===== config.mk =====
export PLATFORM = sky130hd
export DESIGN_NAME = byte_port
export DESIGN_NICKNAME = d
export VERILOG_FILES = /design/src/verilog/cpu_pkg.sv /design/src/verilog/byte_port.sv
export SDC_FILE = /design/constraint.sdc
export NUM_CORES = 1
export LEC_CHECK = 0
export ABC_AREA = 1
export BUFFER_PORTS_ARGS = -buffer_cell sky130_fd_sc_hd__buf_2
export CAP_MARGIN = 30
export CORE_MARGIN = 10
export CORE_UTILIZATION = 37
export DETAILED_ROUTE_END_ITERATION = 16
export PLACE_DENSITY_LB_ADDON = 0.08
export SYNTH_ARGS = -nofsm -noshare
export SYNTH_HDL_FRONTEND = slang
export SYNTH_SLANG_ARGS = --single-unit

===== constraint.sdc =====
create_clock -name system_clk -period 1.35 [get_ports system_clk]
set_clock_uncertainty 0.05 [all_clocks]
set_input_delay 0.27 -clock system_clk [delete_from_list [all_inputs] [get_ports system_clk]]
set_output_delay 0.27 -clock system_clk [all_outputs]
set_load 0.02 [all_outputs]

===== src/verilog/cpu_pkg.sv =====
package cpu_pkg;

    localparam int data_w = 8;  // Byte wide datapath
    localparam int pc_w   = 8;  // Up to 256 instruction words

    typedef logic [data_w-1:0] data_t;
    typedef logic [pc_w-1:0]   pc_t;

    // ALU operations, 4 bit field of the instruction word
    typedef enum logic [3:0] {
        pass_a, pass_b,
        add, adc, sub, sbc,
        and_op, or_op, xor_op, not_b,
        shl, shr,
        inc_a, dec_a
    } alu_op_t;

    // A bus sources, low two bits select the register file port L
    typedef enum logic [2:0] {
        adev_rega, adev_regb, adev_regc, adev_regd,
        adev_marlo, adev_marhi, adev_rx, adev_zero
    } adev_t;

    // B bus sources, low two bits select the register file port R
    typedef enum logic [2:0] {
        bdev_rega, bdev_regb, bdev_regc, bdev_regd,
        bdev_marlo, bdev_marhi, bdev_ram, bdev_immed
    } bdev_t;

    // Targets of the ALU result
    typedef enum logic [3:0] {
        tdev_rega, tdev_regb, tdev_regc, tdev_regd,
        tdev_marlo, tdev_marhi, tdev_ram, tdev_tx,
        tdev_pc, tdev_halt, tdev_none
    } tdev_t;

    typedef enum logic [2:0] {
        cond_always, cond_z, cond_nz, cond_c,
        cond_nc, cond_di, cond_do, cond_lt
    } cond_t;

    // One ROM word, 26 bits, MSB first
    typedef struct packed {
        cond_t   cond;
        logic    set_flags;  // Load status register when executed
        alu_op_t alu_op;
        tdev_t   targ;
        adev_t   adev;
        bdev_t   bdev;
        data_t   immed8;
    } instr_t;

    // Status register, same bit order as czonGLEN
    typedef struct packed {
        logic c;
        logic z;
        logic o;
        logic n;
        logic gt;
        logic lt;
        logic eq;
        logic ne;
    } flags_t;

    typedef enum logic [1:0] {st_run, st_stall, st_halted} seq_state_t;

    // Fill word for unloaded ROM locations
    localparam instr_t nop_instr = '{
        cond: cond_always, set_flags: 1'b0, alu_op: pass_a, targ: tdev_none,
        adev: adev_zero, bdev: bdev_immed, immed8: '0
    };

endpackage


===== src/verilog/byte_port.sv =====
module byte_port (
    input  logic           system_clk,
    input  logic           rst,
    input  cpu_pkg::data_t rx_data,
    input  logic           rx_valid,
    output logic           rx_ready,
    output cpu_pkg::data_t tx_data,
    output logic           tx_valid,
    input  logic           tx_ready,
    input  logic           rx_take,   // CPU consumed the received byte
    input  logic           tx_load,   // CPU writes a byte to send
    input  cpu_pkg::data_t tx_byte,
    output cpu_pkg::data_t rx_byte,
    output logic           di,        // Data in available
    output logic           do_rdy     // Room for data out
);

    logic           rx_full;
    cpu_pkg::data_t rx_hold;

    assign rx_ready = !rx_full;  // One byte deep
    assign rx_byte  = rx_hold;
    assign di       = rx_full;

    // Receive side, fill and take never overlap as take needs a full holder
    always_ff @(posedge system_clk) begin
        if (rst) begin
            rx_full <= 1'b0;
        end else if (rx_valid && rx_ready) begin
            rx_full <= 1'b1;
        end else if (rx_take) begin
            rx_full <= 1'b0;
        end
    end

    always_ff @(posedge system_clk) begin
        if (rx_valid && rx_ready) begin
            rx_hold <= rx_data;
        end
    end

    assign do_rdy = !tx_valid;

    // Transmit side, holds the byte until tx_ready is seen
    always_ff @(posedge system_clk) begin
        if (rst) begin
            tx_valid <= 1'b0;
        end else if (tx_load) begin
            tx_valid <= 1'b1;
        end else if (tx_ready) begin
            tx_valid <= 1'b0;  // Accepted, or idle already
        end
    end

    always_ff @(posedge system_clk) begin
        if (tx_load) begin
            tx_data <= tx_byte;
        end
    end

endmodule


# After elaboration in Yosys (flattened, before gate mapping)
# Index checks and enable logic that the tools add are counted.
dict set report totals {
  reg_bits 18
  latch_bits 0
  ram_bits 0
  romBits 0
  inputBits 22
  wordCells 13
  n_memories 0
}
dict set report classes {
  n_addsub 0
  mul 0
  div_mod_pow 0
  order_cmp 0
  eq_ne 0
  shifts 0
  n_mux 4
  bitwise_logic 0
  reduce_logical 5
}
# operator count
set ops {}
lappend ops {{$mux W1} 4}
lappend ops {{$reduce_bool A2 Y1} 2}
lappend ops {{$logic_not A1 Y1} 2}
lappend ops {{$logic_and A1 B1 Y1} 1}

# Longest topological paths before layout
dict set report depth {
  ltp_word 3
  depth_mapped 3
  depth_no_buf 3
}

# Worst setup path after synthesis
# No wires, ideal clock.
dict set report synth_path {
  path_type {register to register}
  startpoint {register rx_full, in the netlist di}
  endpoint {register rx_hold[0], in the netlist rx_byte[0] (enable)}
  setup_time_ps 324
  t_arrival_ps 765
  t_required_ps 976
  slack_ps 211
  stages_incl_launch_ff 4
  path_buffers 0
  path_cell_list {dfxtp_1 inv_2 nand2_2 inv_1}
}
dict set report synth_via {
  elab_chain_len 2
}
# element line
set synth_lines {}
lappend synth_lines {{start, declared} byte_port.sv:18} ;# logic rx_full;
lappend synth_lines {{start signal, assigned} byte_port.sv:28} ;# rx_full <= 1'b0;
lappend synth_lines {{start signal, assigned} byte_port.sv:30} ;# rx_full <= 1'b1;
lappend synth_lines {{start signal, assigned} byte_port.sv:32} ;# rx_full <= 1'b0;
lappend synth_lines {{$logic_not A1 Y1} byte_port.sv:21} ;# assign rx_ready = !rx_full;
lappend synth_lines {{named net rx_ready} byte_port.sv:6} ;# output logic rx_ready,
lappend synth_lines {{$logic_and A1 B1 Y1} byte_port.sv:37} ;# if (rx_valid && rx_ready) begin
lappend synth_lines {{end signal, assigned} byte_port.sv:38} ;# rx_hold <= rx_data;
lappend synth_lines {{end, declared} byte_port.sv:19} ;# cpu_pkg::data_t rx_hold;
# The timed path passes the listed nets, and every way through them passes these cells.
# A chain may end at the register's enable or synchronous reset.

# Worst setup path after layout
dict set report layout_path {
  startpoint {register rx_full, in the netlist di}
  endpoint {output port rx_ready}
}
dict set report layout_via {
  elab_chain_len 1
}
# element line
set layout_lines {}
lappend layout_lines {{$logic_not A1 Y1} byte_port.sv:21}
lappend layout_lines {{end, declared} byte_port.sv:6}
# No other way between the ends.

==> metrics.cfg <==
[run_status]
status=finished, final reports clean

[place]
routabilityCongestion=0.650
placed_area_um2=796
hpwl_um=1070
io_buffers=41

[grt]
grt_pass1_wl_um=2000
gr-usage-met1_pct=7.81
grt_max_degree=11
grt_util_all_layers_pct=7.52
gr-usage-met3_pct=3.65
busiest_layer=met2
first_global_vias=444
gr-usage-met2_pct=12.6
grt.overflow.total=0
antenna_found_initial=0

[finish]
fill_cells=130
fin_area_um2=822
fin_nets=97
final_common_cell=buf_2
layout-drive-gt1-share_pct=63.5
area_growth_pct=44.1
final_cell_mix=41 x buf_2, 16 x edfxtp_1, 5 x inv_1
num_antenna_cells=0

[logic_synthesis]
avgSynthCellArea_um2=19.7
synth_top_cell_area_share_pct=84.2
synth_area_um2=571
seq_area_frac_synth_pct=91.2
synth_compound_area_share_pct=2.41
synthAdderAreaFrac_pct=0
yosys.area.top_type=edfxtp_1
synth_fp_nets=51
synth_top_family_by_area=buffers and inverters
synthDistinctLibCells=8
yosysWarnings=0
synth_xor_area_share_pct=0
yosys-mux-area-fraction_pct=0
ys_top_cells_by_area=edfxtp_1 84%, dfxtp_1 7.0%, inv_1 3.3%
postSynthCellCount=29
synth_simple_gate_area_share_pct=2.41
ys_ff_latch=18

[die]
die_width_um=59.3
fp.coreArea_um2=1490
core.rowCount=14
ios=42
dieArea_um2=3510
die_h_um=59.3
start_util_pct=38.3

[pwr]
netSwitchingPower_uw=253
swShare_pct=23.8
power_frac_seq_pct=62.0
p_int_uw=809
p_comb_share_pct=13.7
p_per_area_nw_per_um2=1290
total_leakage_power_uw=0.000385
vdd_drop_max_mv=0.518
p_clk_share_pct=24.3

[setup_path]
crit_type=flop to primary output
r2r_end=rx_byte[0]
cp_max_fo=3
r2r_slack_ns=0.32
endpoint_kind=primary output
cp-endpoint=rx_ready
r2r_cells=3
required_ns=1.03
rr_startpoint=di
critPathLaunchType=flop
cp.arrival_ns=0.85
startpoint=di

[detailed_routing]
wl_um=1280
vias=380
via_per_inst=4.22
drt-initial-drc-count=2
first_pass_iters=2
antenna_left=0
drc=0
wl_per_cell_um=14.2

[timing]
hold_violations=0
slew_violations=0
final.min_clock_period_ns=1.17
slew_headroom_pct=81.4
fmax_mhz=857
rsz0062_at_grt=false
fin_crit_sh_pct=86.4
setup_tns_ns=0
worst_pin_slew_ns=0.279
setup_viol=0

[run]
drv_cap=0

[clocking]
path_clk_slew_ns=0.10
cts-resized-gates=0
cts_tree=yes
cts_setup_buffers=0
cts_root_buf=clkbuf_4
cts.path.max_buffers=2
hold_buffers=0
htree_levels=1
clkSinkCount=18
worstSkewPairLatency_ns=0.28
cts_buffers=3

[worst_hold_path]
hp-class=primary input to flop

cell type report:
type | count | area (µm²) | share of cell area, %
repair buffers | 41 | 205 | 25.0
well taps | 16 | 20.0 | 2.44
multi-input cells | 5 | 27.5 | 3.35
flip-flops and latches | 18 | 520 | 63.3
inverters | 6 | 22.5 | 2.74
clock inverters | 1 | 3.75 | 0.457
clock buffers | 3 | 22.5 | 2.74
state kept, by name (all words and copies together) (netlist names):
register / cells
rx_byte: 8
tx_data: 8
di: 1
tx_valid: 1
kinds of logic after synthesis:
group	count (synthesis)
buffers and inverters	6
and+or+nand+nor	3
DFF	18
AOI/OAI and AO/OA	2
how the worst min path moves through the flow:
stage	start	to	slack, ns	depth (start not counted)
finish	rx_data[6]	rx_byte[6]	0.11	1
global placement	tx_byte[2]	tx_data[2]	0.40	1
floorplan	rst	di	0.28	1
CTS	rx_data[0]	rx_byte[0]	0.1	1
detailed placement	rx_data[4]	rx_byte[4]	0.40	1
global route	rx_data[1]	rx_byte[1]	0.08	1
cell usage after synthesis:
cell      number
a21oi_1        1
inv_2          1
inv_1          5
a21oi_2        1
edfxtp_1      16
dfxtp_1        2
nand2_2        1
nand2_1        2
metrics by stage:
stage / utilization [%] / cells / hold WS (ns) / worst slack, ns / power (µW)
after global routing: 55.2 / 90 / 0.0821 / 0.124 / 1120
after detailed placement: 53.4 / 86 / 0.399 / 0.308 / 821
final: 55.2 / 90 / 0.106 / 0.184 / 1060
after CTS: 55.2 / 90 / 0.0954 / 0.160 / 1080
after floorplan: - / 29 / 0.282 / 0.211 / 744
after global placement: 53.4 / 86 / 0.397 / 0.337 / 819
critical path, cell delays in order (launching register included):
cell	delay, ns
dfxtp_1	0.37
inv_2	0.05
buf_2	0.15
layer usage:
metal	vias up	share of wire [%]
met3	0	9.2
met1	169	40
met5	-	0
met2	23	50
met4	0	0
li1	188	-
power groups by stage:
stage | sequential (µW) | clock, µW | combinational, µW
after global routing | 664 | 301 | 157
after detailed placement | 672 | 0 | 149
after floorplan | 724 | 0 | 20.1
after CTS | 660 | 273 | 149
after global placement | 672 | 0 | 147
final | 659 | 258 | 145
Power figures use the tool's default switching activity.
