[config.mk]
export PLATFORM = sky130hd
export DESIGN_NAME = data_ram
export DESIGN_NICKNAME = d
export VERILOG_FILES = /design/src/verilog/cpu_pkg.sv /design/src/verilog/data_ram.sv
export SDC_FILE = /design/constraint.sdc
export NUM_CORES = 2
export LEC_CHECK = 0
export BUFFER_PORTS_ARGS = -buffer_cell sky130_fd_sc_hd__buf_2
export CORE_UTILIZATION = 35
export CTS_CLUSTER_SIZE = 16
export DETAILED_ROUTE_END_ITERATION = 6
export REMOVE_ABC_BUFFERS = 1
export SLEW_MARGIN = 15
export SYNTH_ARGS = -nofsm -noshare
export SYNTH_HDL_FRONTEND = slang
export SYNTH_SLANG_ARGS = --single-unit
[constraint.sdc]
create_clock -name system_clk -period 3.9 [get_ports system_clk]
set_clock_uncertainty 0.1 [all_clocks]
set_input_delay 0.585 -clock system_clk [delete_from_list [all_inputs] [get_ports system_clk]]
set_output_delay 0.585 -clock system_clk [all_outputs]
set_load 0.005 [all_outputs]
[src/verilog/cpu_pkg.sv]
package cpu_pkg;

    localparam int data_w = 8;  // Byte wide datapath
    localparam int pc_w   = 8;  // Up to 256 instruction words

    typedef logic [data_w-1:0] data_t;
    typedef logic [pc_w-1:0]   pc_t;

    // ALU operations, 4 bit field of the instruction word
    typedef enum logic [3:0] {
        pass_a, pass_b,
        add, adc, sub, sbc,
        and_op, or_op, xor_op, not_b,
        shl, shr,
        inc_a, dec_a
    } alu_op_t;

    // A bus sources, low two bits select the register file port L
    typedef enum logic [2:0] {
        adev_rega, adev_regb, adev_regc, adev_regd,
        adev_marlo, adev_marhi, adev_rx, adev_zero
    } adev_t;

    // B bus sources, low two bits select the register file port R
    typedef enum logic [2:0] {
        bdev_rega, bdev_regb, bdev_regc, bdev_regd,
        bdev_marlo, bdev_marhi, bdev_ram, bdev_immed
    } bdev_t;

    // Targets of the ALU result
    typedef enum logic [3:0] {
        tdev_rega, tdev_regb, tdev_regc, tdev_regd,
        tdev_marlo, tdev_marhi, tdev_ram, tdev_tx,
        tdev_pc, tdev_halt, tdev_none
    } tdev_t;

    typedef enum logic [2:0] {
        cond_always, cond_z, cond_nz, cond_c,
        cond_nc, cond_di, cond_do, cond_lt
    } cond_t;

    // One ROM word, 26 bits, MSB first
    typedef struct packed {
        cond_t   cond;
        logic    set_flags;  // Load status register when executed
        alu_op_t alu_op;
        tdev_t   targ;
        adev_t   adev;
        bdev_t   bdev;
        data_t   immed8;
    } instr_t;

    // Status register, same bit order as czonGLEN
    typedef struct packed {
        logic c;
        logic z;
        logic o;
        logic n;
        logic gt;
        logic lt;
        logic eq;
        logic ne;
    } flags_t;

    typedef enum logic [1:0] {st_run, st_stall, st_halted} seq_state_t;

    // Fill word for unloaded ROM locations
    localparam instr_t nop_instr = '{
        cond: cond_always, set_flags: 1'b0, alu_op: pass_a, targ: tdev_none,
        adev: adev_zero, bdev: bdev_immed, immed8: '0
    };

endpackage

[src/verilog/data_ram.sv]
module data_ram #(
    parameter int ram_depth = 256
) (
    input  logic           system_clk,
    input  logic           mar_lo_we,
    input  logic           mar_hi_we,
    input  logic           ram_we,
    input  cpu_pkg::data_t wr_data,   // ALU result
    output cpu_pkg::data_t mar_lo,
    output cpu_pkg::data_t mar_hi,    // General register only, no upper address
    output cpu_pkg::data_t ram_data
);

    localparam int aw = $clog2(ram_depth);  // Smaller RAMs use low MAR bits

    cpu_pkg::data_t mem [ram_depth];

    always_ff @(posedge system_clk) begin
        if (mar_lo_we) begin
            mar_lo <= wr_data;
        end
        if (mar_hi_we) begin
            mar_hi <= wr_data;
        end
        if (ram_we) begin
            mem[mar_lo[aw-1:0]] <= wr_data;  // Address from before this edge
        end
    end

    assign ram_data = mem[mar_lo[aw-1:0]];  // Async read onto the B bus

endmodule

# ---- Yosys cells after proc, flatten, opt, wreduce, memory -nomap -nowiden
# Memory sizes are Yosys's and may differ from the RTL's. A register that Yosys moved wholly into a read port is not among the register bits.
# Cells that the tools add are included.
dict set report word_totals {
  register_bits 16
  ram_bits 2048
  input_bits 12
  out_inout_bits 24
  mem_count 1
}
dict set report op_classes {
  muxes 3
}
# name depth word_bits read_ports rd_ports_with_merged_regs write_ports line_no
set memory_table {}
lappend memory_table {mem 256 8 1 1 1 data_ram.sv:16} ;# cpu_pkg::data_t mem [ram_depth];
# operator n
set op_table {}
lappend op_table {{8-bit two-way mux} 1}
lappend op_table {{1-bit two-way mux} 2}

# ---- Logic depth before layout (Yosys ltp)
dict set report depth {
  ltp_word 2
  ltp_mapped 12
}

# ---- Least setup slack after synthesis
# OpenSTA, ideal clock, no wires.
dict set report synth_path {
  kind {flip-flop to output port}
  from {register (tool-made name)}
  to {output ram_data[1]}
  arrival_time_ps 2247
  required_time_ps 3215
  path_slack_ps 968
  path_stages_with_launch 10
  path_buffers 4
  cell_sequence {dfxtp_1 > buf_6 > buf_12 > buf_6 > buf_2 > mux4_2 > a221oi_1 > o22ai_1 > a211oi_1 > nor4_1}
}
# element line_no
set synth_lines {}
lappend synth_lines {{to (decl)} data_ram.sv:11} ;# output cpu_pkg::data_t ram_data

==> metrics.md <==
| Metric | Value |
|---|---|
| Status | `finished with violations` |
| Failing checks | `setup timing` |
| Overall via count from detail_route | `a little over 40,000` |
| Clock sink count | `a little over 2,000` |
| Post-synth ARST share | `0` |
| Most frequent cells in the layout | `edfxtp_1, mux4_2, buf_4` |
| CP peak stage delay | `between 0.5 and 0.6 ns` |
| Clock-pin slew on the worst setup and hold paths | `roughly 0.06 ns` |
| First-pass GRT wire length | `approximately 300,000 um` |
| Die area | `~230,000 um^2` |
| Final period util | `1.18` |
| Commonest non-fill, non-tap cell in the layout | `edfxtp_1` |
| Overflow after GRT | `0` |
| Min cycle time layout | `about 4.6 ns` |
| Die W | `roughly 480 um` |
| Mean post-synth cell area | `21.6 um^2` |
| Fmax | `0.218 GHz` |
| Largest net degree at the start of global routing | `133` |
| Vias in the first global route | `between 40,000 and 50,000` |
| Top_reg_cell synth | `edfxtp_1` |
| Synthesized flop and latch total | `2,072` |
| Post-synthesis sequential area ratio | `0.774` |
| Hold Crit Class | `input port to flip-flop` |
| Met2 wire length | `~100,000 um` |
| Clock buffer depth | `3` |
| CP cell instances | `buf_12 > buf_12 > buf_16 > buf_16 > buf_16 > buf_12 > mux4_2 > mux2i_4 > o21ai_4 > a2111oi_4 > nand4b_1 > nor4_2 > buf_4 > buf_2` |
| Hold Vio Cnt, Final | `0` |
| Share of post-route cells with drive strength above 1 | `0.341` |
| Core area | `228,000 um^2` |
| Initial core utilization | `0.352` |
| Final Setup Violations | `8` |
| Critical Path Sink Type | `output port` |
| WHS | `approximately 0.096 ns` |
| YS warnings | `0` |
| Total of max-cap violations | `0` |
| Setup CP Type | `flip-flop to output port` |
| Clock root buffer master | `clkbuf_16` |
| Cell Pwr Density | `~510 nW/um^2` |
| Least-Margin Pin Slew | `1.07 ns` |
| GPL Wtd Cong | `~0.84` |
| Number of vias per cell | `5.44` |
| Cell Area, Synth | `between 80,000 and 90,000 um^2` |
| # DRC | `0` |
| Pins Over Slew Limit | `0` |
| Met1 WL | `roughly 87,000 um` |
| RSZ-0062 raised after global routing | `yes` |
| Maximum fanout along the worst path | `8` |
| All-Layer GR Usage | `0.180` |
| Worst-skew pair later-pin latency | `~0.86 ns` |
| Max layer used | `met5` |
| TritonCTS Buffers | `200` |
| DP Wirelength | `~130,000 um` |
| Wire per inst | `approximately 28 um` |
| Mapped Cells | `approximately 3,700` |
| Number of synthesized flops with an enable pin | `between 2,000 and 2,500` |
| Leakage power | `30.4 nW` |
| Wire length on met3 | `~15,000 um` |
| Worst EP required | `approximately 3.2 ns` |
| Critical Path AT | `around 4 ns` |
| DRT Wirelength | `around 210,000 um` |
| Slowest stage cell, crit path | `mux4_2` |
| Ports | `36` |
| Slew HR | `0.290` |
| H-tree Lvls | `4` |
| Initial antenna violation count | `6` |
| Nets | `between 4,000 and 5,000` |
| CTS tree | `built` |
| Row Count | `between 150 and 200` |
| Chip Height | `just under 500 um` |
| Count of cell types in the netlist | `56` |
| Initial DRC count | `roughly 4,600` |
| Worst vdd ir | `about 0.44 mV` |
| Final antenna-violating net count | `0` |
| Setup ws final | `-0.688 ns` |
| Area growth syn-to-layout | `19.5%` |
| Total chip power | `roughly 49 mW` |
| Initial DRT Pass Iterations | `6` |
| Critical Path Start Type | `flip-flop` |
| IO buf count | `35` |
metal layers:
metal	GRT usage	vias to the layer above
met5	0	-
met4	0.0622	6
met3	0.0345	313
met2	0.283	1598
met1	0.249	21800
li1	-	16800
area by class of cell:
cell class	count	area (um^2)
well taps	3009	3760
clock buffers	234	5130
fillers	19600	132000
repair buffers	570	5640
multi-input cells	1403	17700
diodes	2	5.00
inverters	3	11.3
flip-flops and latches	2072	62200
clock inverters	141	1440
critical path, delay by kind of cell (launching register included):
family                 cells  cell delay (ns)
buffers and inverters      8             1.16
DFF                        1             0.39
AOI/OAI and AO/OA          2             0.37
muxes                      2             0.79
and+or+nand+nor            2             0.31
kinds of logic after synthesis:
logic type | share of synthesized area
flops | 0.774
mux | 0.152
simple gates | 0.0224
compound gates | 0.0336
buf+inv | 0.0177
sequential cells by signal, summed over array words and instances, names as in the netlist, named ones only:
| register | flops |
|---|---|
| mar_hi | 8 |
| mar_lo | 8 |
| mem | 2048 |
path summary, 6_finish.rpt:
path / depth (start not counted) / end / from / slack, ns
hold reg to reg: 1 / flip-flop / mar_lo[6]$_DFFE_PP_ / 0.68
hold / removal: 1 / mar_hi[3]$_DFFE_PP_ / wr_data[3] / 0.1
setup reg to reg: 4 / mem[1][6]$_DFFE_PP_ / mar_lo[0]$_DFFE_PP_ / 0.84
setup / recovery: 14 / ram_data[1] / flip-flop / -0.69
where the power goes:
part           switching (mW)  leakage, nW  internal (mW)
sequential             0.0741         18.6           24.5
combinational            2.60         8.60           1.98
clock                    8.55         3.20           10.9
synthesized netlist by cell type (3+ instances only):
cell type / n / share of area
a211oi_1: 56 / 0.0052
a21boi_1: 5 / 0.00047
a21o_1: 5 / 0.00047
a21oi_1: 37 / 0.0023
a221oi_1: 38 / 0.0041
a22o_1: 48 / 0.0052
a22oi_1: 36 / 0.0034
and2_1: 9 / 0.00070
buf_1: 13 / 0.00061
buf_12: 8 / 0.0020
buf_2: 47 / 0.0029
buf_4: 24 / 0.0022
buf_6: 30 / 0.0042
buf_8: 3 / 0.00056
clkbuf_1: 108 / 0.0051
dfxtp_1: 8 / 0.0020
edfxtp_1: 2064 / 0.77
inv_1: 3 / 0.00014
mux2_2: 10 / 0.0014
mux2i_1: 139 / 0.017
mux4_1: 8 / 0.0026
mux4_2: 465 / 0.13
nand2_1: 56 / 0.0026
nand2b_1: 8 / 0.00062
nand3_1: 23 / 0.0014
nand4_1: 9 / 0.00070
nor2_1: 269 / 0.013
nor2b_1: 22 / 0.0017
nor3_1: 10 / 0.00062
o211ai_1: 7 / 0.00065
o21ai_0: 28 / 0.0017
o221ai_1: 47 / 0.0051
o22ai_1: 35 / 0.0027
o32ai_1: 5 / 0.00055
repair_timing:
item	in CTS	in global routing
resized for setup	149	125
pin swaps	19	51
endpoints found under the setup margin	8	8
hold buffers	1	0
gates cloned	10	4
buffers inserted	23	42
hold endpoints to repair	8	0
metrics by stage:
| step | setup TNS [ns] | setup slack [ns] | area (um^2) | instances | util |
|---|---|---|---|---|---|
| after floorplan | -174.49 | -22.44 | 78800 | 3478 | - |
| after global placement | -2.74 | -0.719 | 87000 | 6986 | 0.382 |
| after detailed placement | -2.49 | -0.593 | 87000 | 6986 | 0.382 |
| after CTS | -5.77 | -0.765 | 94900 | 7394 | 0.417 |
| after global routing | -5.59 | -0.776 | 95900 | 7433 | 0.421 |
| final | -5.04 | -0.688 | 95900 | 7434 | 0.421 |
Power figures use the tool's default switching activity.
