### config.mk
export PLATFORM = sky130hd
export DESIGN_NAME = alu
export DESIGN_NICKNAME = d
export VERILOG_FILES = /design/src/verilog/cpu_pkg.sv /design/src/verilog/alu.sv
export SDC_FILE = /design/constraint.sdc
export NUM_CORES = 1
export LEC_CHECK = 0
export BUFFER_PORTS_ARGS = -buffer_cell sky130_fd_sc_hd__clkbuf_2
export CORE_ASPECT_RATIO = 2
export CORE_UTILIZATION = 40
export DETAILED_ROUTE_END_ITERATION = 8
export GPL_ROUTABILITY_DRIVEN = 0
export GPL_TIMING_DRIVEN = 1
export SLEW_MARGIN = 40
export SYNTH_ARGS = -nofsm -noshare
export SYNTH_HDL_FRONTEND = slang
export SYNTH_SLANG_ARGS = --single-unit
export TNS_END_PERCENT = 10
### constraint.sdc
create_clock -name vclk -period 6
set_input_delay 0.9 -clock vclk [all_inputs]
set_output_delay 0.9 -clock vclk [all_outputs]
set_load 0.02 [all_outputs]
### src/verilog/cpu_pkg.sv
package cpu_pkg;

    localparam int data_w = 8;  // Byte wide datapath
    localparam int pc_w   = 8;  // Up to 256 instruction words

    typedef logic [data_w-1:0] data_t;
    typedef logic [pc_w-1:0]   pc_t;

    // ALU operations, 4 bit field of the instruction word
    typedef enum logic [3:0] {
        pass_a, pass_b,
        add, adc, sub, sbc,
        and_op, or_op, xor_op, not_b,
        shl, shr,
        inc_a, dec_a
    } alu_op_t;

    // A bus sources, low two bits select the register file port L
    typedef enum logic [2:0] {
        adev_rega, adev_regb, adev_regc, adev_regd,
        adev_marlo, adev_marhi, adev_rx, adev_zero
    } adev_t;

    // B bus sources, low two bits select the register file port R
    typedef enum logic [2:0] {
        bdev_rega, bdev_regb, bdev_regc, bdev_regd,
        bdev_marlo, bdev_marhi, bdev_ram, bdev_immed
    } bdev_t;

    // Targets of the ALU result
    typedef enum logic [3:0] {
        tdev_rega, tdev_regb, tdev_regc, tdev_regd,
        tdev_marlo, tdev_marhi, tdev_ram, tdev_tx,
        tdev_pc, tdev_halt, tdev_none
    } tdev_t;

    typedef enum logic [2:0] {
        cond_always, cond_z, cond_nz, cond_c,
        cond_nc, cond_di, cond_do, cond_lt
    } cond_t;

    // One ROM word, 26 bits, MSB first
    typedef struct packed {
        cond_t   cond;
        logic    set_flags;  // Load status register when executed
        alu_op_t alu_op;
        tdev_t   targ;
        adev_t   adev;
        bdev_t   bdev;
        data_t   immed8;
    } instr_t;

    // Status register, same bit order as czonGLEN
    typedef struct packed {
        logic c;
        logic z;
        logic o;
        logic n;
        logic gt;
        logic lt;
        logic eq;
        logic ne;
    } flags_t;

    typedef enum logic [1:0] {st_run, st_stall, st_halted} seq_state_t;

    // Fill word for unloaded ROM locations
    localparam instr_t nop_instr = '{
        cond: cond_always, set_flags: 1'b0, alu_op: pass_a, targ: tdev_none,
        adev: adev_zero, bdev: bdev_immed, immed8: '0
    };

endpackage

### src/verilog/alu.sv
module alu (
    input  cpu_pkg::data_t   a,
    input  cpu_pkg::data_t   b,
    input  cpu_pkg::alu_op_t op,
    input  logic             carry_in,  // Registered carry for adc and sbc
    output cpu_pkg::data_t   result,
    output cpu_pkg::flags_t  flags
);

    logic [8:0] wide;  // Bit 8 is carry out or borrow
    logic       ovf;   // Signed overflow

    always_comb begin
        ovf = 1'b0;
        case (op)
            cpu_pkg::pass_a: wide = {1'b0, a};
            cpu_pkg::pass_b: wide = {1'b0, b};
            cpu_pkg::add: begin
                wide = {1'b0, a} + {1'b0, b};
                ovf  = (a[7] == b[7]) && (wide[7] != a[7]);
            end
            cpu_pkg::adc: begin
                wide = {1'b0, a} + {1'b0, b} + {8'd0, carry_in};
                ovf  = (a[7] == b[7]) && (wide[7] != a[7]);
            end
            cpu_pkg::sub: begin
                wide = {1'b0, a} - {1'b0, b};  // Borrow lands in bit 8
                ovf  = (a[7] != b[7]) && (wide[7] != a[7]);
            end
            cpu_pkg::sbc: begin
                wide = {1'b0, a} - {1'b0, b} - {8'd0, carry_in};
                ovf  = (a[7] != b[7]) && (wide[7] != a[7]);
            end
            cpu_pkg::and_op: wide = {1'b0, a & b};
            cpu_pkg::or_op:  wide = {1'b0, a | b};
            cpu_pkg::xor_op: wide = {1'b0, a ^ b};
            cpu_pkg::not_b:  wide = {1'b0, ~b};
            cpu_pkg::shl:    wide = {a, 1'b0};             // Top bit out to carry
            cpu_pkg::shr:    wide = {a[0], 1'b0, a[7:1]};  // Bottom bit out to carry
            cpu_pkg::inc_a: begin
                wide = {1'b0, a} + 9'd1;
                ovf  = !a[7] && wide[7];                  // 7f to 80
            end
            cpu_pkg::dec_a: begin
                wide = {1'b0, a} - 9'd1;
                ovf  = a[7] && !wide[7];                  // 80 to 7f
            end
            default: wide = '0;                           // Unused opcodes
        endcase
    end

    assign result = wide[7:0];

    always_comb begin
        flags.c  = wide[8];
        flags.z  = (wide[7:0] == '0);
        flags.o  = ovf;
        flags.n  = wide[7];
        // Unsigned compare of the operands, independent of op
        flags.gt = (a > b);
        flags.lt = (a < b);
        flags.eq = (a == b);
        flags.ne = (a != b);
    end

endmodule

# ---- Word-level counts from Yosys, hierarchy flattened
# Index checks and enable logic that the tools add are counted.
dict set report classes {
  add_sub_neg 6
  n_bitwise 4
  n_mux 2
  magnitude_cmp 2
  n_reduce_logical 10
  n_eq_ne 21
}
# operator count
set op_table {}
lappend op_table {{9-bit case mux with 14 select lines} 1}
lappend op_table {{4-bit equality test (second input constant)} 6}
lappend op_table {{4-bit by 3-bit equality test with 1-bit output (second input constant)} 4}
lappend op_table {{8-bit by 1-bit adder with 9-bit output (second input constant)} 1}
lappend op_table {{8-bit by 8-bit adder with 9-bit output} 1}
lappend op_table {{9-bit by 1-bit adder with 9-bit output} 1}
lappend op_table {{8-bit by 1-bit subtractor with 9-bit output (second input constant)} 1}
lappend op_table {{8-bit by 8-bit subtractor with 9-bit output} 1}
lappend op_table {{9-bit by 1-bit subtractor with 9-bit output} 1}
lappend op_table {{8-bit bitwise AND} 1}
lappend op_table {{4-bit by 2-bit equality test with 1-bit output (second input constant)} 2}
lappend op_table {{8-bit equality test} 1}
lappend op_table {{8-bit greater-than comparator} 1}
lappend op_table {{8-bit zero test} 1}
lappend op_table {{8-bit < comparator} 1}
lappend op_table {{8-bit inequality test} 1}
lappend op_table {{8-bit inverter} 1}
lappend op_table {{8-bit OR} 1}
lappend op_table {{8-bit XOR} 1}
lappend op_table {{1-bit logical AND} 6}
lappend op_table {{1-bit case mux with 6 select lines} 1}
lappend op_table {{1-bit inequality test} 5}
lappend op_table {{4-bit by 1-bit equality test with 1-bit output (second input constant)} 1}
lappend op_table {{4-bit zero test} 1}
lappend op_table {{2 further kinds} 3}
dict set report totals {
  elab_cells 45
  register_bits 0
}

# ---- Logic depth before layout (Yosys ltp)
dict set report logic_depth {
  ltp_word 5
  ltp_mapped 13
  ltp_nobuf 12
}

# ---- Worst setup path before layout
# No wires, ideal clock.
dict set report synth_timing {
  path_kind {in2out}
  startpoint {in a[0]}
  endpoint {out flags[6] in the netlist's numbering}
  slack_ns 0.910
  stages 12
  path_buffers 1
  arrival_time_ns 4.190
  cell_sequence {clkbuf_1 > inv_1 > ha_1 > fa_1 > ha_1 > nor4b_1 > o21a_1 > o311a_1 > o21ai_0 > nand4_1 > or4_1 > nor4_2}
}
# element line
set synth_rtl {}
lappend synth_rtl {{start, declared} alu.sv:2} ;# input cpu_pkg::data_t a,
lappend synth_rtl {{end, declared} alu.sv:7} ;# output cpu_pkg::flags_t flags

==> metrics.txt <==
status=finished clean; CP Capture Point=flags[6]; Ant. Diodes=0; GRT Resource Usage Total=28.1%; cts-stage hold buffer count=0; Pwr Total=299 uW; DIE AREA=7500 um2; Req. time, crit path=5100 ps; Adder-Cell Fraction of Synth Area=15.4%; mux contribution to synthesized area=4.82%; # Max-Cap Violations=0; Critical Path Start=a[0]; worst slew pin tran=764 ps; synthesis-to-finish area growth=5.91%; Reg area=0 um2; Cells after Synth=397; post_cts resized=0; site row count=43; fin crit period=5230 ps; Net Sw Power=187 uW; worst vdd ir=0.0356 mV; Routed Antenna Nets=0; Critical Path Source Type=input port; Int Power=111 uW; DP Area=3020 um2; # nets final=464; Post-CTS Setup Inserts=0; post-synthesis sequential area ratio=0%; final wirelength=10100 um; core area=6940 um2; fin cells=497; port bufs=37; post-synthesis cell area=2860 um2; drt pass-1 iters=4; CLK BUF=0; Synth area leaders=ha_1, xnor2_1, nor2_1; Synth Area in Compound Gates=31.7%; Die H=122 um; routed vias=3125; vias in the first global route=3021; fin crit share=87.1%; Post-Synth XOR/XNOR Area=8.45%; Worst setup EP type=primary output; final instance area=3030 um2; RSZ-0062 raised after global routing=no; final hold violation count=0; worst hold path class=in -> out; Comb pwr share=100.0%; Avg Vias per Cell=6.29; initial antenna violation count=0; DRC=0; Mapped Nets=452; share of layout cells above drive strength 1=15.0%; Arr. time, crit path=4330 ps; die width=61.8 um; sw frac=62.7%; Simple-Gate Fraction of Synth Area=30.2%; commonest non-fill, non-tap cell in the layout=clkbuf_2; Slew Viols, Final=0; hpwl dp=7980 um; max frequency=0.191 GHz; PwrDens=98.8 nW/um2; Seq pwr share=0%; first-pass GRT wire length=15700 um; pin count of the biggest net entering global routing=39; Mapped Avg Cell Area=7.20 um2; most frequent cells in the layout=clkbuf_2, ha_1, nor2_1; # setup viols final=0; CP Class=in -> out; Synth Warn #=0; CP Max Fanout=11; slew margin rel.=48.3%; dominant cell type by area after synthesis=ha_1; part of the power in the clock network=0%; seq_cells=0; largest family of logic cells by synthesized area=compound AO/OA/AOI/OAI gates; Pleak=1.31 nW; # IOs=37; Unique masters post-synth=74; GRT overflow=0; DR iter-0 viols=167; post-route setup TNS=0 ps; WHS=2410 ps; Inst Count DP=497; Yosys top cell area share=14.0%; wire length per cell=20.4 um; initial core utilization=41.2%
[logic make-up (layout without fill, tap and decap cells)]
family / count (synthesis) / after routing
adder cells (fa/ha/maj): 34 / 34
AO/OA/AOI/OAI: 119 / 119
XOR/XNOR: 26 / 26
AND/OR/NAND/NOR: 151 / 151
multiplexers: 10 / 10
buffers and inverters: 57 / 67
[per-stage QoR]
stage                     utilization (%)  setup WS, ps
after floorplan                         -           910
after global placement               43.4           833
after detailed placement             43.5           796
after CTS                            43.5           792
after global routing                 43.6           615
final                                43.6           774
[synth_stat cells, drive strengths merged (6+ instances only)]
library cell,n
nand2b,8
a211oi,9
buf,25
nor2,29
nor4,9
and3,9
a2111oi,7
a221oi,6
a21oi,16
inv,27
a22o,6
xnor2,13
nand3,10
nor2b,13
nor3,13
nor3b,9
xor2,12
ha,32
mux2i,7
o21ai,20
nand2,21
[power groups by stage]
stage / combinational [mW] / sequential, mW / clock (mW)
global placement: 0.290 / 0 / 0
global route: 0.326 / 0 / 0
detailed placement: 0.293 / 0 / 0
finish: 0.299 / 0 / 0
CTS: 0.295 / 0 / 0
floorplan: 0.217 / 0 / 0
[how the worst min path moves through the flow]
| stage | startpoint | end | slack [ps] | depth (start not counted) |
|---|---|---|---|---|
| 2_1_floorplan | a[7] | flags[2] | 2050 | 2 |
| 3_3_place_gp | op[1] | result[1] | 2390 | 4 |
| 3_5_place_dp | b[0] | result[0] | 2410 | 5 |
| 4_1_cts | b[0] | result[0] | 2410 | 5 |
| 5_1_grt | b[0] | result[0] | 2470 | 5 |
| 6_report | b[0] | result[0] | 2410 | 5 |
[cell type report]
class	instances	area, um2
well taps	90	113
multi-input cells	340	2600
fillers	746	3920
inverters	27	101
repair buffers	40	208
[metal layers]
metal  wire length [um]  vias to the layer above  track usage [%]
li1                   -                     1523                -
met1               3850                     1455             32.4
met2               5310                      110             50.1
met3                358                       37             1.28
met4                620                        0             13.1
met5                  0                        -                0
[worst max-delay path, stage by stage]
cell and delay [ps]:
clkbuf_2 220, inv_1 130, ha_1 250, fa_1 520
ha_1 280, nor4b_1 170, o21a_1 150, o311a_1 400
o21ai_0 260, nand4_1 150, or4_1 540, nor4_2 150
clkbuf_2 200
No activity file was read; power rests on OpenSTA's default activity.
