**src/verilog/cpu_pkg.sv**
```systemverilog
package cpu_pkg;

    localparam int data_w = 8;  // Byte wide datapath
    localparam int pc_w   = 8;  // Up to 256 instruction words

    typedef logic [data_w-1:0] data_t;
    typedef logic [pc_w-1:0]   pc_t;

    // ALU operations, 4 bit field of the instruction word
    typedef enum logic [3:0] {
        pass_a, pass_b,
        add, adc, sub, sbc,
        and_op, or_op, xor_op, not_b,
        shl, shr,
        inc_a, dec_a
    } alu_op_t;

    // A bus sources, low two bits select the register file port L
    typedef enum logic [2:0] {
        adev_rega, adev_regb, adev_regc, adev_regd,
        adev_marlo, adev_marhi, adev_rx, adev_zero
    } adev_t;

    // B bus sources, low two bits select the register file port R
    typedef enum logic [2:0] {
        bdev_rega, bdev_regb, bdev_regc, bdev_regd,
        bdev_marlo, bdev_marhi, bdev_ram, bdev_immed
    } bdev_t;

    // Targets of the ALU result
    typedef enum logic [3:0] {
        tdev_rega, tdev_regb, tdev_regc, tdev_regd,
        tdev_marlo, tdev_marhi, tdev_ram, tdev_tx,
        tdev_pc, tdev_halt, tdev_none
    } tdev_t;

    typedef enum logic [2:0] {
        cond_always, cond_z, cond_nz, cond_c,
        cond_nc, cond_di, cond_do, cond_lt
    } cond_t;

    // One ROM word, 26 bits, MSB first
    typedef struct packed {
        cond_t   cond;
        logic    set_flags;  // Load status register when executed
        alu_op_t alu_op;
        tdev_t   targ;
        adev_t   adev;
        bdev_t   bdev;
        data_t   immed8;
    } instr_t;

    // Status register, same bit order as czonGLEN
    typedef struct packed {
        logic c;
        logic z;
        logic o;
        logic n;
        logic gt;
        logic lt;
        logic eq;
        logic ne;
    } flags_t;

    typedef enum logic [1:0] {st_run, st_stall, st_halted} seq_state_t;

    // Fill word for unloaded ROM locations
    localparam instr_t nop_instr = '{
        cond: cond_always, set_flags: 1'b0, alu_op: pass_a, targ: tdev_none,
        adev: adev_zero, bdev: bdev_immed, immed8: '0
    };

endpackage

```
**src/verilog/register_file.sv**
```systemverilog
module register_file (
    input  logic           system_clk,
    input  logic           we,
    input  logic [1:0]     wr_addr,
    input  cpu_pkg::data_t wr_data,
    input  logic [1:0]     rd_l_addr,  // Port L feeds the A bus
    output cpu_pkg::data_t rd_l_data,
    input  logic [1:0]     rd_r_addr,  // Port R feeds the B bus
    output cpu_pkg::data_t rd_r_data
);

    cpu_pkg::data_t regs [4];  // rega to regd

    always_ff @(posedge system_clk) begin
        if (we) begin
            regs[wr_addr] <= wr_data;
        end
    end

    // Reads see the old value during a write cycle
    assign rd_l_data = regs[rd_l_addr];
    assign rd_r_data = regs[rd_r_addr];

endmodule

```
**config.mk**
```make
export PLATFORM = sky130hd
export DESIGN_NAME = register_file
export DESIGN_NICKNAME = d
export VERILOG_FILES = /design/src/verilog/cpu_pkg.sv /design/src/verilog/register_file.sv
export SDC_FILE = /design/constraint.sdc
export NUM_CORES = 1
export LEC_CHECK = 0
export BUFFER_PORTS_ARGS = -buffer_cell sky130_fd_sc_hd__buf_2
export CAP_MARGIN = 20
export CORE_MARGIN = 2
export CORE_UTILIZATION = 40
export DETAILED_ROUTE_END_ITERATION = 7
export GPL_TIMING_DRIVEN = 0
export PLACE_DENSITY = 0.69
export SLEW_MARGIN = 20
export SYNTH_ARGS = -nofsm -noshare
export SYNTH_HDL_FRONTEND = slang
export SYNTH_SLANG_ARGS = --single-unit
```
**constraint.sdc**
```tcl
create_clock -name system_clk -period 1.9 [get_ports system_clk]
set_clock_uncertainty 0.05 [all_clocks]
set_input_delay 0.38 -clock system_clk [delete_from_list [all_inputs] [get_ports system_clk]]
set_output_delay 0.38 -clock system_clk [all_outputs]
set_load 0.01 [all_outputs]
```
After elaboration in Yosys (flattened, before gate mapping)

Memory sizes are Yosys's and may differ from the RTL's.
Cells that the tools add are included.

Order comparisons: 0
Shift-type cells: 0
Divide/modulo/power cells: 0
$add $sub $neg: 0
Mux-type cells: 2
Equality and inequality tests: 0
Bitwise gates (word level): 0
Multipliers: 0
Reduce and logical (&&, ||, !) cells: 0

Operators with widths:

| kind             | count |
|---|---|
| 2-to-1 mux 1 bit | 2 |

Bits in registers: 0
Logic and storage cells: 3
Bits in writable memories: 32
Output and inout bits: 16
Input bits: 16
Bits in latches: 0
Memories kept: 1
Memory bits (read-only): 0

Memories:

| name | words | width | read ports | clocked after Yosys merged registers in | wr ports | line                | source |
|---|---|---|---|---|---|---|---|
| regs | 4     | 8     | 2          | 0                                       | 1        | register_file.sv:12 | `cpu_pkg::data_t regs [4];` |

Depth between registers and ports, before layout

Gate-level depths: netlist of the first run.

Depth after elaboration: 2
Gate-level depth with buffers: 2
Gate-level depth less buffers: 1

Least setup slack after synthesis of the first run

Ideal clock, no wire load.

Path kind: input to register
Start point: input port wr_addr[0]
End point: memory regs[0][0] in the netlist's numbering (enable)
Required time: 1.465 ns
Stages: 1
Path slack: 0.406 ns
Path buffers: 0
Arrival: 1.059 ns
Setup time: 0.385 ns
Cells stage by stage: nor3b_1

RTL lines:

| item            | line                | source |
|---|---|---|
| start, declared | register_file.sv:4  | `input logic [1:0] wr_addr,` |
| end, declared   | register_file.sv:12 |  |

Straight into the memory's write port.

==> results of run 1 <==
## cells by family after synthesis
logic type	Yosys count	share of synthesized area
DFF	32	0.6938
muxes	16	0.2602
and+or+nand+nor	4	0.02259
buffers and inverters	4	0.02349
## placed cells by master, fill, tap and decap left out
cell       count
bufinv_16      1
clkbuf_2       2
clkinv_1       2
buf_2         27
mux4_2        16
clkbuf_4       5
nor3b_2        1
edfxtp_1      32
and3_1         1
and3b_1        2
buf_6          2
## worst max path at each step
stage | start | depth (start not counted) | to
final | regs[3][2]$_DFFE_PP_ | 2 | rd_l_data[2]
after global routing | regs[3][1]$_DFFE_PP_ | 2 | rd_r_data[1]
after CTS | regs[3][0]$_DFFE_PP_ | 2 | rd_r_data[0]
after detailed placement | rd_r_addr[0] | 3 | rd_r_data[0]
after global placement | wr_addr[0] | 2 | regs[0][6]$_DFFE_PP_
after floorplan | wr_addr[0] | 1 | regs[0][0]$_DFFE_PP_
## per-layer routing
layer,GRT usage,up-vias
met5,0,-
met3,0.04324,5
li1,-,318
met1,0.1714,350
met4,0.08333,0
met2,0.2433,25
## metrics by stage
stage                     instance area [um2]  instances  setup WS [ns]
after global routing                     1658        137        0.04342
final                                    1658        137         0.1125
after CTS                                1658        137        0.08718
after detailed placement                 1583        129         0.2495
after global placement                   1578        129        -0.1826
after floorplan                          1385         56         0.4059
## power by group
group | leakage [nW] | switching (mW) | internal [mW]
clock | 0.0403 | 0.223 | 0.269
combinational | 0.251 | 0.0774 | 0.0877
sequential | 0.294 | 0.0131 | 0.814
total | 0.586 | 0.314 | 1.17
## layout make-up
type | count | share of cell area
timing repair buffer | 27 | 0.08151
buffer | 4 | 0.01962
clock buffer | 5 | 0.02264
tap | 46 | 0.03472
sequential | 32 | 0.5796
multi-input combinational | 20 | 0.2392
clock inverter | 3 | 0.02264
==> out/metrics.csv, run 1 <==
stage,metric,value,unit
outcome,status,"finished, final reports clean",
clock_tree,cts_tree,done,
setup_path,cp_top_family,multiplexers,
floorplan,die_area,0.003949,mm2
clock_tree,ctsHtreeMaxLevel,2,
layout,ff_latch_area,960.9,um2
clock_tree,path_clk_slew,0.10,ns
logic_synthesis,async_reset_ff_frac,0,
floorplan,die_w,62.85,um
hold_path,worstHoldPathCells,1,
logic_synthesis,synth_top_flop_cell,edfxtp_1,
logic_synthesis,synth_edf_count,32,
detailed_routing,drc,0,
detailed_routing,met3WireLength,106,um
logic_synthesis,yosys.area.top_type,edfxtp_1,
setup_path,crit_slowest_cell,mux4_2,
layout,multi_input_comb_area,396.6,um2
timing,fin_hold_ws,0.2096,ns
clock_tree,clk_path_buf_depth,2,
layout,fill_cells,291,
setup_path,crit_required,1.47,ns
pwr,p_leak,0.5855,nW
floorplan,rows,21,
detailed_routing,dr.max_layer_used,met4,
timing,rsz0062_at_grt,false,
detailed_routing,wl_met1,978,um
timing,max_freq,559.4,MHz
pwr,finalPower,1.484,mW
setup_path,critical_path_class,register to output port,
detailed_routing,dr.pass1.iters,4,
timing,setup_viol_count_final,0,
timing,tightest_slew,0.7541,ns
global_route,grt_pass1_vias,788,
logic_synthesis,syn_inst,56,
setup_path,cpPeakStageDelay,0.49,ns
floorplan,start_util,0.4151,
timing,hold_violations,0,
setup_path,crit_chain,"mux4_2, buf_2",
logic_synthesis,synth_cell_types,7,
hold_path,hold_path_end,regs[1][1]$_DFFE_PP_,
timing,slew_viol_final,0,
pwr,p_per_area,895.0,mW/mm2
run,cap_violations,0,
detailed_routing,postRouteAntennaNets,0,
place,port_buffers,27,
layout,num_antenna_cells,0,
hold_path,hold_start,wr_data[1],
clock_tree,cts_root_buf,clkbuf_4,
layout,drive_gt1_frac,0.5934,
setup_path,crit_path_end_kind,output port,
setup_path,startpoint_type,register,
setup_path,critPathBufInv,1,
logic_synthesis,syn_area,0.001385,mm2
timing,final.min_clock_period,1.788,ns
pwr,peakVddDrop,0.4371,mV
logic_synthesis,synth.area.top_cells,"edfxtp_1, mux4_2, buf_6",
global_route,antenna_found_initial,0,
logic_synthesis,synth.most_common_cell,edfxtp_1,
logic_synthesis,syn-num-nets,72,
layout,final_nets,106,
global_route,grt_max_degree,11,
hold_path,min_path_type,primary input to register,
detailed_routing,drt_wl_total,2429,um
detailed_routing,vias_per_cell,5.095,
clock_tree,cts_setup_buffers,0,
clock_tree,numCtsBuffers,5,
timing,fin_crit_sh,0.9408,
clock_tree,post_cts_resized,0,
logic_synthesis,yosys-top-cells-count,"edfxtp_1, mux4_2, and3b_1, buf_6, clkbuf_2",
detailed_routing,first_iter_violations,33,
floorplan,die_h,62.85,um
timing,slew_headroom,0.4950,
logic_synthesis,ys_seq_area_frac,0.6938,
layout,largest_reg_flops,32,
layout,reg_top3,regs (32),
setup_path,arrival,1.36,ns
place,gp_congestion,0.6719,
setup_path,worst-path-max-fanout,2,
logic_synthesis,synth-seq-cells,32,
detailed_routing,vias,698,
global_route,overflow,0,
clock_tree,holdBufCountCts,0,
layout,largest-register,regs,
clock_tree,cts_sinks,32,
global_route,grt_first_pass_wirelength,4050,um
place,hpwl,1679,um
detailed_routing,wire_per_inst,17.73,um
logic_synthesis,yosys_warnings,0,
detailed_routing,dr_wl_met2,1310,um
floorplan,ios,32,
logic_synthesis,synth_top_area_share,0.6938,
global_route,grt_use_total,0.1471,
timing,setup-tns-final,0,ns
logic_synthesis,avgSynthCellArea,24.73,um2
layout,final_util,0.4968,
layout,syn_to_final_growth,19.69,%
floorplan,core_area,0.003337,mm2
Note: power is estimated with default switching activity, not from simulation.
==> inputs of run 2 (changes only) <==
REMOVE_ABC_BUFFERS = 1   (was unset)
==> out/metrics.csv, run 2 (synthesized netlist as in run 1, its figures left out) <==
stage,metric,value,unit,change
outcome,status,"finished, final reports clean",,unchanged
floorplan,die_w,62.85,um,unchanged
detailed_routing,drt_wl_total,2572,um,was 2429 um
clock_tree,path_clk_slew,0.09,ns,was 0.10 ns
clock_tree,post_cts_resized,0,,unchanged
layout,largest-register,regs,,unchanged
pwr,p_sw,0.3030,mW,was 0.3137 mW
layout,finalInstanceArea,0.001619,mm2,was 0.001658 mm2
global_route,grt_pass1_vias,782,,was 788
layout,fill_cells,300,,was 291
pwr,p_per_area,829.9,mW/mm2,was 895.0 mW/mm2
setup_path,startpoint_type,register,,unchanged
timing,setup-tns-final,0,ns,unchanged
layout,num_antenna_cells,0,,unchanged
layout,mostFrequentLayoutCells,"edfxtp_1, buf_2, mux4_2, clkbuf_4",,unchanged
pwr,p_comb_frac,0.122,,was 0.111
detailed_routing,postRouteAntennaNets,0,,unchanged
pwr,switching_share,0.2255,,was 0.2114
clock_tree,numCtsBuffers,5,,unchanged
timing,fin_crit_sh,0.9516,,was 0.9408
clock_tree,ctsHtreeMaxLevel,2,,unchanged
pwr,seqPwrFrac,0.616,,was 0.557
timing,hold_violations,0,,unchanged
layout,reg_top3,regs (32),,unchanged
place,gp_congestion,0.6588,,was 0.6719
detailed_routing,vias_per_cell,5.219,,was 5.095
setup_path,arrival,1.38,ns,was 1.36 ns
layout,ff_latch_area,960.9,um2,unchanged
timing,fin_hold_ws,0.2168,ns,was 0.2096 ns
timing,slew_viol_final,0,,unchanged
global_route,grt_use_total,0.1502,,was 0.1471
clock_tree,cts_setup_buffers,0,,unchanged
setup_path,cpPeakStageDelay,0.50,ns,was 0.49 ns
pwr,peakVddDrop,0.4760,mV,was 0.4371 mV
clock_tree,holdBufCountCts,0,,unchanged
timing,tightest_slew,0.7749,ns,was 0.7541 ns
run,cap_violations,0,,unchanged
clock_tree,cts_tree,done,,unchanged
global_route,overflow,0,,unchanged
clock_tree,clk_path_buf_depth,2,,unchanged
pwr,p_leak,0.5675,nW,was 0.5855 nW
floorplan,die_h,62.85,um,unchanged
layout,layout_commonest_cell,edfxtp_1,,unchanged
detailed_routing,drc,0,,unchanged
hold_path,min_path_type,primary input to register,,unchanged
global_route,grt_first_pass_wirelength,4098,um,was 4050 um
clock_tree,cts_sinks,32,,unchanged
setup_path,worst-path-max-fanout,2,,unchanged
place,port_buffers,31,,was 27
detailed_routing,first_iter_violations,18,,was 33
pwr,clockPowerShare,0.262,,was 0.332
layout,multi_input_comb_area,396.6,um2,unchanged
timing,max_freq,553.1,MHz,was 559.4 MHz
layout,drive_gt1_frac,0.5824,,was 0.5934
layout,largest_reg_flops,32,,unchanged
setup_path,critPathBufInv,1,,unchanged
floorplan,rows,21,,unchanged
setup_path,crit_slowest_cell,mux4_2,,unchanged
floorplan,ios,32,,unchanged
layout,final_nets,106,,unchanged
detailed_routing,wire_per_inst,18.77,um,was 17.73 um
detailed_routing,vias,715,,was 698
timing,setup_viol_count_final,0,,unchanged
detailed_routing,dr.pass1.iters,4,,unchanged
floorplan,die_area,0.003949,mm2,unchanged
clock_tree,cts_root_buf,clkbuf_4,,unchanged
setup_path,cp_top_family,multiplexers,,unchanged
setup_path,critical_path_class,register to output port,,unchanged
global_route,antenna_found_initial,0,,unchanged
floorplan,start_util,0.4151,,unchanged
global_route,grt_max_degree,10,,was 11
timing,rsz0062_at_grt,false,,unchanged
timing,final.min_clock_period,1.808,ns,was 1.788 ns
setup_path,crit_path_end_kind,output port,,unchanged
setup_path,crit_chain,"mux4_2, buf_2",,unchanged
pwr,internal_power,1.041,mW,was 1.170 mW
place,placed_cell_area,0.001570,mm2,was 0.001583 mm2
setup_path,crit_required,1.47,ns,about the same
layout,syn_to_final_growth,16.89,%,was 19.69%
timing,slew_headroom,0.4811,,was 0.4950
floorplan,core_area,0.003337,mm2,unchanged
-- run 2: path summary, 6_finish.rpt --
path,depth (start not counted),start,to,slack (ns)
max,2,regs[3][6]$_DFFE_PP_,rd_l_data[6],0.09
min,1,wr_data[0],regs[3][0]$_DFFE_PP_,0.22
-- run 2: power by group through the flow --
stage	clock network, mW	logic, mW	registers, mW
detailed placement	0	0.166	0.845
global placement	0	0.162	0.839
CTS	0.366	0.168	0.829
global route	0.406	0.177	0.833
finish	0.352	0.164	0.828
floorplan	0	0.0868	0.839
-- run 2: final cells by class --
class                      instances  area share
clock inverter                     1    0.002318
multi-input combinational         20      0.2450
tap                               46     0.03555
timing repair buffer              31     0.09583
sequential                        32      0.5935
clock buffer                       7     0.02782
-- run 2: stage by stage --
| step | setup WS, ns | std cells | utilization | power, mW |
|---|---|---|---|---|
| 4_1_cts | 0.06940 | 137 | 0.4852 | 1.363 |
| 2_1_floorplan | 0.4059 | 52 | - | 0.9255 |
| 6_report | 0.09195 | 137 | 0.4852 | 1.344 |
| 3_5_place_dp | 0.07386 | 129 | 0.4706 | 1.011 |
| 3_3_place_gp | -0.2036 | 129 | 0.4691 | 1.001 |
| 5_1_grt | 0.02790 | 137 | 0.4852 | 1.416 |
-- run 2: layer usage --
| layer | vias to the layer above | global-route usage | routed length (um) | part of all wire |
|---|---|---|---|---|
| li1 | 318 | - | - | - |
| met1 | 360 | 0.1747 | 1020 | 0.40 |
| met2 | 33 | 0.2540 | 1336 | 0.52 |
| met3 | 4 | 0.06486 | 192 | 0.075 |
| met4 | 0 | 0.04167 | 21 | 0.0082 |
| met5 | - | 0 | 0 | 0 |
==> inputs of run 3 (changes only) <==
ABC_AREA = 1   (was unset)
PLACE_DENSITY = 0.68   (was 0.69)
==> out/metrics.csv, run 3 <==
stage,metric,value,unit,change
outcome,status,"finished, final reports clean",,unchanged
layout,syn_to_final_growth,15.96,%,was 16.89%
logic_synthesis,synth_top_flop_cell,edfxtp_1,,unchanged
pwr,peakVddDrop,0.4715,mV,was 0.4760 mV
setup_path,startpoint_type,primary input,,was register
global_route,antenna_found_initial,0,,unchanged
clock_tree,cts_setup_buffers,0,,unchanged
detailed_routing,first_iter_violations,56,,was 18
logic_synthesis,synth.area.top_cells,"edfxtp_1, nand2_1, nand3_1",,"was edfxtp_1, mux4_2, buf_6"
hold_path,min_path_type,primary input to register,,unchanged
logic_synthesis,async_reset_ff_frac,0,,unchanged
hold_path,worstHoldPathCells,1,,unchanged
timing,max_freq,597.2,MHz,was 553.1 MHz
place,gp_congestion,0.7293,,was 0.6588
clock_tree,cts_root_buf,clkbuf_8,,was clkbuf_4
logic_synthesis,yosys.area.top_type,edfxtp_1,,unchanged
pwr,p_leak,0.9566,nW,was 0.5675 nW
clock_tree,ctsHtreeMaxLevel,2,,unchanged
logic_synthesis,syn_area,0.001678,mm2,was 0.001385 mm2
logic_synthesis,synth-seq-cells,32,,unchanged
detailed_routing,drc,0,,unchanged
timing,slew_viol_final,0,,unchanged
pwr,p_per_area,850.1,mW/mm2,was 829.9 mW/mm2
place,hpwl,2259,um,
layout,layout_commonest_cell,nand2_1,,was edfxtp_1
timing,rsz0062_at_grt,false,,unchanged
clock_tree,post_cts_resized,0,,unchanged
hold_path,hold_start,wr_data[0],,unchanged
layout,reg_top3,regs (32),,unchanged
logic_synthesis,yosys-top-cells-count,"nand2_1, inv_1, edfxtp_1, nand3_1, buf_6",,"was edfxtp_1, mux4_2, and3b_1, buf_6, clkbuf_2"
layout,drive_gt1_frac,0.2168,,was 0.5824
clock_tree,holdBufCountCts,0,,unchanged
logic_synthesis,avgSynthCellArea,8.604,um2,was 24.73 um2
layout,largest-register,regs,,unchanged
layout,largest_reg_flops,32,,unchanged
floorplan,die_w,68.77,um,was 62.85 um
clock_tree,cts_sinks,32,,unchanged
timing,setup_viol_count_final,0,,unchanged
setup_path,crit_path_end_kind,output port,,unchanged
logic_synthesis,synth_edf_count,32,,unchanged
logic_synthesis,synth_top_area_share,0.5727,,was 0.6938
global_route,grt_use_total,0.1656,,was 0.1502
timing,final.min_clock_period,1.675,ns,was 1.808 ns
logic_synthesis,syn_inst,195,,was 56
clock_tree,path_clk_slew,0.06,ns,was 0.09 ns
timing,fin_hold_ws,0.2680,ns,was 0.2168 ns
detailed_routing,drt_wl_total,3408,um,was 2572 um
place,port_buffers,31,,unchanged
detailed_routing,postRouteAntennaNets,0,,unchanged
floorplan,start_util,0.4165,,was 0.4151
setup_path,crit_required,1.47,ns,about the same
timing,fin_crit_sh,0.8813,,was 0.9516
logic_synthesis,synth_cell_types,10,,was 7
logic_synthesis,ys_seq_area_frac,0.5727,,was 0.6938
floorplan,die_area,0.004729,mm2,was 0.003949 mm2
floorplan,ios,32,,unchanged
global_route,grt_first_pass_wirelength,5388,um,was 4098 um
floorplan,core_area,0.004029,mm2,was 0.003337 mm2
clock_tree,numCtsBuffers,5,,unchanged
logic_synthesis,synth.most_common_cell,nand2_1,,was edfxtp_1
hold_path,hold_path_end,regs[1][0]$_DFFE_PP_,,was regs[3][0]$_DFFE_PP_
global_route,grt_pass1_vias,1153,,was 782
logic_synthesis,yosys_warnings,0,,unchanged
timing,tightest_slew,0.8194,ns,was 0.7749 ns
timing,hold_violations,0,,unchanged
setup_path,critical_path_class,primary input to output port,,was register to output port
detailed_routing,wire_per_inst,12.35,um,was 18.77 um
floorplan,rows,23,,was 21
timing,setup-tns-final,0,ns,unchanged
global_route,grt_max_degree,18,,was 10
setup_path,arrival,1.24,ns,was 1.38 ns
timing,slew_headroom,0.4507,,was 0.4811
run,cap_violations,0,,unchanged
clock_tree,clk_path_buf_depth,2,,unchanged
layout,num_antenna_cells,0,,unchanged
global_route,overflow,0,,unchanged
detailed_routing,vias,1283,,was 715
detailed_routing,vias_per_cell,4.649,,was 5.219
setup_path,worst-path-max-fanout,17,,was 2
clock_tree,cts_tree,done,,unchanged
layout,mostFrequentLayoutCells,"nand2_1, inv_1, nand3_1, edfxtp_1, buf_2",,"was edfxtp_1, buf_2, mux4_2, clkbuf_4"
detailed_routing,dr.pass1.iters,4,,unchanged
floorplan,die_h,68.77,um,was 62.85 um
layout,final_nets,241,,was 106
==> run 3: changes by cell type after synthesis, sizes merged <==
cell	previous run	this run
nor3	0	4
nand2	0	80
clkbuf	2	0
nand3	0	32
mux4	16	0
buf	2	8
and3	1	0
and3b	2	0
nor3b	1	0
inv	0	39
==> run 3: per-stage QoR <==
step | power, mW | instances | utilization | setup slack, ns | area [um2]
2_1_floorplan | 0.9540 | 187 | - | 0.4071 | 1600
3_3_place_gp | 1.046 | 268 | 0.4512 | -0.1771 | 1818
3_5_place_dp | 1.053 | 268 | 0.4562 | 0.1850 | 1838
4_1_cts | 1.669 | 276 | 0.4829 | 0.2335 | 1946
5_1_grt | 1.730 | 276 | 0.4829 | 0.1321 | 1946
6_report | 1.654 | 276 | 0.4829 | 0.2255 | 1946
==> run 3: worst max-delay path, cell delays in order <==
cell and delay [ns]:
buf_2 0.32, inv_4 0.17, nand2_1 0.10, nand3_1 0.06
nand2_1 0.09, buf_2 0.13
==> run 3: logic make-up after synthesis <==
kind of cell	Yosys count	synth area share
simple gates	116	0.2908
buf+inv	47	0.1365
flops	32	0.5727
==> run 3: power breakdown <==
part | internal [mW] | switching (mW)
clock | 0.388 | 0.231
sequential | 0.814 | 0.00747
combinational | 0.0733 | 0.140
==> run 3: how the worst max path moves through the flow <==
stage,from,slack (ns),endpoint,depth (start not counted)
2_1_floorplan,wr_addr[0],0.41,regs[3][0]$_DFFE_PP_,2
3_3_place_gp,wr_addr[0],-0.18,regs[3][7]$_DFFE_PP_,3
3_5_place_dp,wr_addr[0],0.19,regs[3][7]$_DFFE_PP_,3
4_1_cts,rd_r_addr[0],0.23,rd_r_data[1],6
5_1_grt,rd_r_addr[0],0.13,rd_r_data[1],6
6_report,rd_r_addr[0],0.23,rd_r_data[1],6
==> run 3: layer usage <==
metal / track usage / vias up / wire length (um)
li1: - / 672 / -
met3: 0.04708 / 2 / 175
met5: 0 / - / 0
met1: 0.2126 / 574 / 1518
met4: 0.05882 / 0 / 20
met2: 0.2680 / 35 / 1694
==> run 3: area by class of cell <==
cell class | count | area [um2]
clock buffers | 6 | 72.57
clock inverters | 2 | 35.03
fillers | 399 | 2083
inverters | 39 | 151.4
multi-input cells | 116 | 508.0
flip-flops and latches | 32 | 960.9
well taps | 50 | 62.56
repair buffers | 31 | 155.1
